===== src/hw/nn_settings.svh =====
`ifndef NN_SETTINGS_SVH
`define NN_SETTINGS_SVH

// layer dimensions
`define NN_INPUTS 8
`define NN_NEURONS 4

// output stage, sum is Q.6 before quantization
`define NN_FRAC_SHIFT 6
`define NN_SAT_MAX 127
`define NN_ACC_BITS 23

`endif


===== src/hw/nnDataPkg.sv =====
`include "nn_settings.svh"

package nnDataPkg;

	typedef logic signed [7:0] activation_t;
	typedef logic signed [7:0] weight_t;
	typedef logic signed [15:0] bias_t;
	typedef logic signed [15:0] product_t; // full 8x8 product
	typedef logic signed [`NN_ACC_BITS-1:0] acc_t;

	// one input sample, element 0 in the low byte
	typedef struct packed {
		activation_t [`NN_INPUTS-1:0] act;
	} inputVec_t;

	typedef struct packed {
		activation_t [`NN_NEURONS-1:0] act;
	} layerOut_t;

endpackage


===== src/hw/nnCtrlPkg.sv =====
package nnCtrlPkg;

	typedef enum logic [2:0] {
		idle,
		load,
		mac,
		bias,
		activate,
		finish
	} seqState_t;

	typedef enum logic [1:0] {
		accHold,
		accClear,
		accMac,
		accBias
	} accOp_t;

endpackage


===== src/hw/indexCounter.sv =====
`timescale 1ns/1ps
`include "nn_settings.svh"

module indexCounter (
	input logic clk,
	input logic reset,
	input logic clearIdx,
	input logic stepInput,
	input logic stepNeuron,
	output logic [$clog2(`NN_INPUTS)-1:0] inIdx,
	output logic [$clog2(`NN_NEURONS)-1:0] neuronIdx,
	output logic lastInput,
	output logic lastNeuron
);
	localparam int InBits = $clog2(`NN_INPUTS);
	localparam int NeuronBits = $clog2(`NN_NEURONS);

	assign lastInput = (inIdx == InBits'(`NN_INPUTS - 1));
	assign lastNeuron = (neuronIdx == NeuronBits'(`NN_NEURONS - 1));

	always_ff @(posedge clk)
	begin
		if (reset || clearIdx)
			inIdx <= '0;
		else if (stepInput)
		begin
			if (lastInput)
				inIdx <= '0; // wrap for next neuron
			else
				inIdx <= inIdx + InBits'(1);
		end
	end

	always_ff @(posedge clk)
	begin
		if (reset || clearIdx)
			neuronIdx <= '0;
		else if (stepNeuron)
		begin
			if (lastNeuron)
				neuronIdx <= '0;
			else
				neuronIdx <= neuronIdx + NeuronBits'(1);
		end
	end

endmodule


===== src/hw/layerSequencer.sv =====
`timescale 1ns/1ps

module layerSequencer (
	input logic clk,
	input logic reset,
	input logic start,
	input logic lastInput,
	input logic lastNeuron,
	output logic capture,
	output nnCtrlPkg::accOp_t accOp,
	output logic clearIdx,
	output logic stepInput,
	output logic stepNeuron,
	output logic writeOut,
	output logic busy,
	output logic done
);
	import nnCtrlPkg::*;

	seqState_t state;
	seqState_t nextState;

	always_comb
	begin
		nextState = state;
		case (state)
			idle:
				if (start)
					nextState = load; // start while busy never reaches here
			load:
				nextState = mac;
			mac:
				if (lastInput)
					nextState = bias;
			bias:
				nextState = activate;
			activate:
				nextState = lastNeuron ? finish : mac;
			finish:
				nextState = idle;
			default:
				nextState = idle;
		endcase
	end

	assign capture = (state == idle) && start; // inVec valid only with start
	assign clearIdx = (state == load);
	assign stepInput = (state == mac);
	assign stepNeuron = (state == activate);
	assign writeOut = (state == activate); // acc holds sum plus bias here

	always_comb
	begin
		case (state)
			load, activate:
				accOp = accClear;
			mac:
				accOp = accMac;
			bias:
				accOp = accBias;
			default:
				accOp = accHold;
		endcase
	end

	// done one edge after finish so the last result is already stored
	always_ff @(posedge clk)
	begin
		if (reset)
		begin
			state <= idle;
			busy <= 1'b0;
			done <= 1'b0;
		end
		else
		begin
			state <= nextState;
			busy <= (nextState != idle);
			done <= (state == finish);
		end
	end

endmodule


===== src/hw/weightRom.sv =====
`timescale 1ns/1ps
`include "nn_settings.svh"

module weightRom (
	input logic [$clog2(`NN_INPUTS)-1:0] inIdx,
	input logic [$clog2(`NN_NEURONS)-1:0] neuronIdx,
	output nnDataPkg::weight_t weight,
	output nnDataPkg::bias_t bias
);
	logic [$clog2(`NN_NEURONS)+$clog2(`NN_INPUTS)-1:0] romAddr;

	assign romAddr = {neuronIdx, inIdx};

	// w = (37 * addr) mod 31 - 15
	always_comb
	begin
		case (romAddr)
			5'd0: weight = -8'sd15;
			5'd1: weight = -8'sd9;
			5'd2: weight = -8'sd3;
			5'd3: weight = 8'sd3;
			5'd4: weight = 8'sd9;
			5'd5: weight = 8'sd15;
			5'd6: weight = -8'sd10;
			5'd7: weight = -8'sd4;
			5'd8: weight = 8'sd2;
			5'd9: weight = 8'sd8;
			5'd10: weight = 8'sd14;
			5'd11: weight = -8'sd11;
			5'd12: weight = -8'sd5;
			5'd13: weight = 8'sd1;
			5'd14: weight = 8'sd7;
			5'd15: weight = 8'sd13;
			5'd16: weight = -8'sd12;
			5'd17: weight = -8'sd6;
			5'd18: weight = 8'sd0;
			5'd19: weight = 8'sd6;
			5'd20: weight = 8'sd12;
			5'd21: weight = -8'sd13;
			5'd22: weight = -8'sd7;
			5'd23: weight = -8'sd1;
			5'd24: weight = 8'sd5;
			5'd25: weight = 8'sd11;
			5'd26: weight = -8'sd14;
			5'd27: weight = -8'sd8;
			5'd28: weight = -8'sd2;
			5'd29: weight = 8'sd4;
			5'd30: weight = 8'sd10;
			default: weight = -8'sd15; // addr 31
		endcase
	end

	always_comb
	begin
		case (neuronIdx)
			2'd0: bias = 16'sd512;
			2'd1: bias = 16'sd256;
			2'd2: bias = 16'sd0;
			default: bias = -16'sd256;
		endcase
	end

endmodule


===== src/hw/macUnit.sv =====
`timescale 1ns/1ps
`include "nn_settings.svh"

module macUnit (
	input logic clk,
	input logic reset,
	input logic capture,
	input nnDataPkg::inputVec_t inVec,
	input logic [$clog2(`NN_INPUTS)-1:0] inIdx,
	input nnDataPkg::weight_t weight,
	input nnDataPkg::bias_t bias,
	input nnCtrlPkg::accOp_t accOp,
	output nnDataPkg::acc_t acc
);
	import nnDataPkg::*;
	import nnCtrlPkg::*;

	localparam int ProdBits = $bits(product_t);
	localparam int BiasBits = $bits(bias_t);

	inputVec_t inReg;
	activation_t curAct;
	product_t product;
	acc_t productExt;
	acc_t biasExt;

	always_ff @(posedge clk)
	begin
		if (capture)
			inReg <= inVec; // held for the whole layer
	end

	assign curAct = inReg.act[inIdx];
	assign product = curAct * weight;
	assign productExt = {{(`NN_ACC_BITS - ProdBits){product[ProdBits-1]}}, product};
	assign biasExt = {{(`NN_ACC_BITS - BiasBits){bias[BiasBits-1]}}, bias};

	always_ff @(posedge clk)
	begin
		if (reset)
			acc <= '0;
		else
		begin
			case (accOp)
				accClear:
					acc <= '0;
				accMac:
					acc <= acc + productExt;
				accBias:
					acc <= acc + biasExt;
				default:
					acc <= acc;
			endcase
		end
	end

endmodule


===== src/hw/reluQuantizer.sv =====
`timescale 1ns/1ps
`include "nn_settings.svh"

module reluQuantizer (
	input logic clk,
	input logic reset,
	input nnDataPkg::acc_t acc,
	input logic writeOut,
	input logic [$clog2(`NN_NEURONS)-1:0] neuronIdx,
	output nnDataPkg::layerOut_t result
);
	import nnDataPkg::*;

	localparam acc_t RoundBit = acc_t'(1) << (`NN_FRAC_SHIFT - 1);
	localparam acc_t SatMax = acc_t'(`NN_SAT_MAX);

	acc_t rounded;
	activation_t qValue;

	// half up on the first dropped bit
	assign rounded = (acc + RoundBit) >>> `NN_FRAC_SHIFT;

	always_comb
	begin
		if (acc[`NN_ACC_BITS-1])
			qValue = '0; // relu
		else if (rounded > SatMax)
			qValue = activation_t'(`NN_SAT_MAX);
		else
			qValue = activation_t'(rounded);
	end

	always_ff @(posedge clk)
	begin
		if (reset)
			result <= '0;
		else if (writeOut)
			result.act[neuronIdx] <= qValue;
	end

endmodule


===== src/hw/denseLayer.sv =====
`timescale 1ns/1ps
`include "nn_settings.svh"

module denseLayer (
	input logic clk,
	input logic reset,
	input logic start,
	input nnDataPkg::inputVec_t inVec,
	output logic busy,
	output logic done,
	output nnDataPkg::layerOut_t result
);
	import nnDataPkg::*;
	import nnCtrlPkg::*;

	logic capture;
	logic clearIdx;
	logic stepInput;
	logic stepNeuron;
	logic writeOut;
	logic lastInput;
	logic lastNeuron;
	logic [$clog2(`NN_INPUTS)-1:0] inIdx;
	logic [$clog2(`NN_NEURONS)-1:0] neuronIdx;
	accOp_t accOp;
	weight_t romWeight;
	bias_t romBias;
	acc_t accValue;

	layerSequencer i_layerSequencer (
		.clk(clk),
		.reset(reset),
		.start(start),
		.lastInput(lastInput),
		.lastNeuron(lastNeuron),
		.capture(capture),
		.accOp(accOp),
		.clearIdx(clearIdx),
		.stepInput(stepInput),
		.stepNeuron(stepNeuron),
		.writeOut(writeOut),
		.busy(busy),
		.done(done)
	);

	indexCounter i_indexCounter (
		.clk(clk),
		.reset(reset),
		.clearIdx(clearIdx),
		.stepInput(stepInput),
		.stepNeuron(stepNeuron),
		.inIdx(inIdx),
		.neuronIdx(neuronIdx),
		.lastInput(lastInput),
		.lastNeuron(lastNeuron)
	);

	weightRom i_weightRom (
		.inIdx(inIdx),
		.neuronIdx(neuronIdx),
		.weight(romWeight),
		.bias(romBias)
	);

	macUnit i_macUnit (
		.clk(clk),
		.reset(reset),
		.capture(capture),
		.inVec(inVec),
		.inIdx(inIdx),
		.weight(romWeight),
		.bias(romBias),
		.accOp(accOp),
		.acc(accValue)
	);

	reluQuantizer i_reluQuantizer (
		.clk(clk),
		.reset(reset),
		.acc(accValue),
		.writeOut(writeOut),
		.neuronIdx(neuronIdx),
		.result(result)
	);

endmodule


===== config.mk =====
export PLATFORM = sky130hd
export DESIGN_NAME = denseLayer
export DESIGN_NICKNAME = d
export VERILOG_FILES = /design/src/hw/nnDataPkg.sv /design/src/hw/nnCtrlPkg.sv /design/src/hw/indexCounter.sv /design/src/hw/layerSequencer.sv /design/src/hw/weightRom.sv /design/src/hw/macUnit.sv /design/src/hw/reluQuantizer.sv /design/src/hw/denseLayer.sv
export VERILOG_INCLUDE_DIRS = /design/src /design/src/hw
export SDC_FILE = /design/constraint.sdc
export NUM_CORES = 1
export LEC_CHECK = 0
export BUFFER_PORTS_ARGS = -buffer_cell sky130_fd_sc_hd__buf_2
export CORE_MARGIN = 8
export CORE_UTILIZATION = 39
export CTS_CLUSTER_SIZE = 20
export DETAILED_ROUTE_END_ITERATION = 16
export PLACE_DENSITY = 0.62
export SKIP_CTS_REPAIR_TIMING = 1
export SYNTH_ARGS = -nofsm -noshare
export SYNTH_HDL_FRONTEND = slang
export SYNTH_SLANG_ARGS = --single-unit

===== constraint.sdc =====
create_clock -name clk -period 19.6 [get_ports clk]
set_clock_uncertainty 0.1 [all_clocks]
set_input_delay 1.96 -clock clk [delete_from_list [all_inputs] [get_ports clk]]
set_output_delay 1.96 -clock clk [all_outputs]
set_load 0.05 [all_outputs]

==> flow_summary.json <==
{
  "status": "finished clean",
  "grt_pass1_wl_mm": 37.9,
  "layout-drive-gt1-share_pct": 16.0,
  "finalSetupViolations": 0,
  "synth_nets": 1219,
  "multi_input_area_sq_um": 6400,
  "max-vdd-ir-drop_mv": 0.108,
  "nNetsFinal": 1316,
  "timing.rr.start": "i_indexCounter.inIdx[1]",
  "fin_setup_tns_ps": 0,
  "finalMaxSlewViolations": 0,
  "synth-seq-cells": 129,
  "fp.dieH_um": 177,
  "worstSetupPathType": "reg2reg",
  "synthFlopType": "dfxtp_1",
  "diodes": 0,
  "tightest_slew_ps": 1020,
  "worstHoldPathType": "reg2reg",
  "via_per_inst": 5.17,
  "drt_iter0_markers": 410,
  "nFillCells": 2407,
  "power_density_nw_per_um2": 150,
  "io_buffers": 100,
  "crit_path_end_kind": "register",
  "rsz0062_at_grt": "no",
  "overflow": 0,
  "synth_edf_count": 64,
  "hp-start": "i_reluQuantizer.result[8]",
  "postSynth.asyncResetShare_pct": 0,
  "yosysTopAreaCellShare_pct": 19.0,
  "layout_common_cells": "inv_1 (108), buf_2 (100), fa_1 (93)",
  "holdWs_ps": 348,
  "maxCapViolations": 0,
  "placed_cells": 1385,
  "wl_mm": 23.2,
  "area_growth_pct": 14.3,
  "grt_pass1_vias": 7457,
  "vias": 7326,
  "drt_pass1_iterations": 5,
  "cts_max_level": 4,
  "core_area_sq_um": 25800,
  "cts_buffer_depth": 2,
  "slew_headroom_pct": 32.1,
  "min_period_ps": 8180,
  "routabilityCongestion": 0.832,
  "leakagePower_nw": 5.14,
  "drc": 0,
  "hold_path_depth": 2,
  "final_common_cell": "inv_1",
  "dpl.hpwl_mm": 18.5,
  "postPlaceCellArea_sq_um": 11000,
  "critical_path_required_ps": 19800,
  "grt_max_degree": 66,
  "path_clk_slew_ps": 60,
  "synth_area_leaders": "edfxtp_1 (19%), fa_1 (18%), dfxtp_1 (13%), ha_1 (11%), inv_1 (4.0%)",
  "synth_top_area_cell": "edfxtp_1",
  "ios": 101,
  "dieArea_sq_um": 31400,
  "ant_nets": 0,
  "fin_crit_sh_pct": 41.8,
  "reg2reg_depth": 20,
  "avgSynthCellArea_sq_um": 10.4,
  "globalRouteTotalUtil_pct": 15.1,
  "worstSkewPairLatency_ps": 430,
  "numClockSinks": 129,
  "final_hold_viol_count": 0,
  "antenna_found_initial": 0,
  "dieWidth_um": 177,
  "synth_warnings": 0,
  "worstSetupStartpointType": "register",
  "register_area_sq_um": 3220,
  "initial_core_util_pct": 39.3,
  "syn_inst": 972,
  "ys_types": 70,
  "cts-root-buf": "clkbuf_16",
  "postLayoutCellArea_sq_um": 11600,
  "synth_area_sq_um": 10100,
  "rows": 59,
  "wl_per_cell_um": 16.4,
  "numCtsBuffers": 17,
  "clock.fmax_ghz": 0.122,
  "yosysSeqAreaShare_pct": 31.8,
  "min_delay_worst_endpoint": "i_reluQuantizer.result[8]",
  "rrSetupSlack_ps": 11420,
  "cts_tree": "built",
  "final_cells": 1417,
  "cp.arrival_ps": 8380,
  "crit_path_max_fanout": 20,
  "total_power_mw": 1.74,
  "r2r-end": "i_macUnit.acc[20]"
}
-- state kept, by name (all words and copies together), names as in the netlist --
name,cells
i_indexCounter.inIdx,3
i_layerSequencer.busy,1
i_indexCounter.neuronIdx,2
i_layerSequencer.state,3
i_reluQuantizer.result,32
i_layerSequencer.done,1
i_macUnit.inReg,64
i_macUnit.acc,23
-- synthesized netlist by cell type, types with 6 or more instances --
cell type  instances
inv_1            108
fa_1              93
ha_1              87
nor2_1            80
nand2_1           74
dfxtp_1           65
edfxtp_1          64
o21ai_0           53
a21oi_1           35
xnor2_1           30
a22oi_1           20
clkbuf_1          18
nor3_1            18
mux4_2            17
nand3_1           16
nand2b_1          13
and3_1            12
mux2i_1           12
xor2_1            12
a21o_1            11
and2_1            10
a22o_1             8
a31oi_1            8
nor2_2             7
o21a_1             6
-- metal layers --
| layer | share of wire, % | GRT usage [%] | wire length [um] |
|---|---|---|---|
| met5 | 0 | 0 | 0 |
| met4 | 0.94 | 3.82 | 219 |
| met3 | 5.0 | 2.97 | 1170 |
| met2 | 47 | 24.4 | 11000 |
| met1 | 47 | 20.3 | 10900 |
-- kinds of logic after synthesis --
kind of cell | Yosys count | share of synthesized area (%)
compound gates | 197 | 13.1
xor+xnor | 42 | 3.63
fa+ha+maj | 182 | 29.3
buf+inv | 136 | 5.12
flops | 129 | 31.8
mux | 30 | 5.10
simple gates | 256 | 12.0
-- critical path: stages, from the launching register on --
cell and delay, ps:
dfxtp_1 930, clkinv_1 540, ha_1 510, nand2b_1 190, o22ai_1 100, o21ai_0 180
o211a_1 350, and2_1 850, fa_1 580, fa_1 540, fa_1 440, fa_1 490
ha_1 310, ha_1 370, and3_1 200, nor2_1 50, a31oi_1 380, nand2_1 140
o311ai_0 490, xnor2_1 190, o221ai_1 120
-- how the worst max path moves through the flow --
stage,start,end,depth (start not counted)
2_1_floorplan,i_indexCounter.inIdx[0],i_macUnit.acc[21],26
3_3_place_gp,i_indexCounter.inIdx[1],i_macUnit.acc[20],22
3_5_place_dp,i_indexCounter.inIdx[1],i_macUnit.acc[20],20
4_1_cts,i_indexCounter.inIdx[1],i_macUnit.acc[20],20
5_1_grt,i_indexCounter.inIdx[1],i_macUnit.acc[21],23
6_report,i_indexCounter.inIdx[1],i_macUnit.acc[20],20
-- per-stage QoR --
stage / setup slack, ps / util (%)
after floorplan: 12490 / -
after global placement: 11600 / 42.6
after detailed placement: 11400 / 42.6
after CTS: 11330 / 45.0
after global routing: 10770 / 45.0
final: 11420 / 45.0
-- layout make-up --
type / instances / area share, %
well taps: 335 / 3.62
clock inverters: 13 / 1.23
inverters: 110 / 3.56
clock buffers: 19 / 4.01
flip-flops and latches: 129 / 27.8
multi-input cells: 707 / 55.2
repair buffers: 104 / 4.58
-- report_power, final --
part | switching (mW) | total, mW | internal [mW]
registers | 0.00645 | 0.304 | 0.298
logic | 0.634 | 1.10 | 0.471
clock network | 0.132 | 0.332 | 0.200
Power figures use the tool's default switching activity.
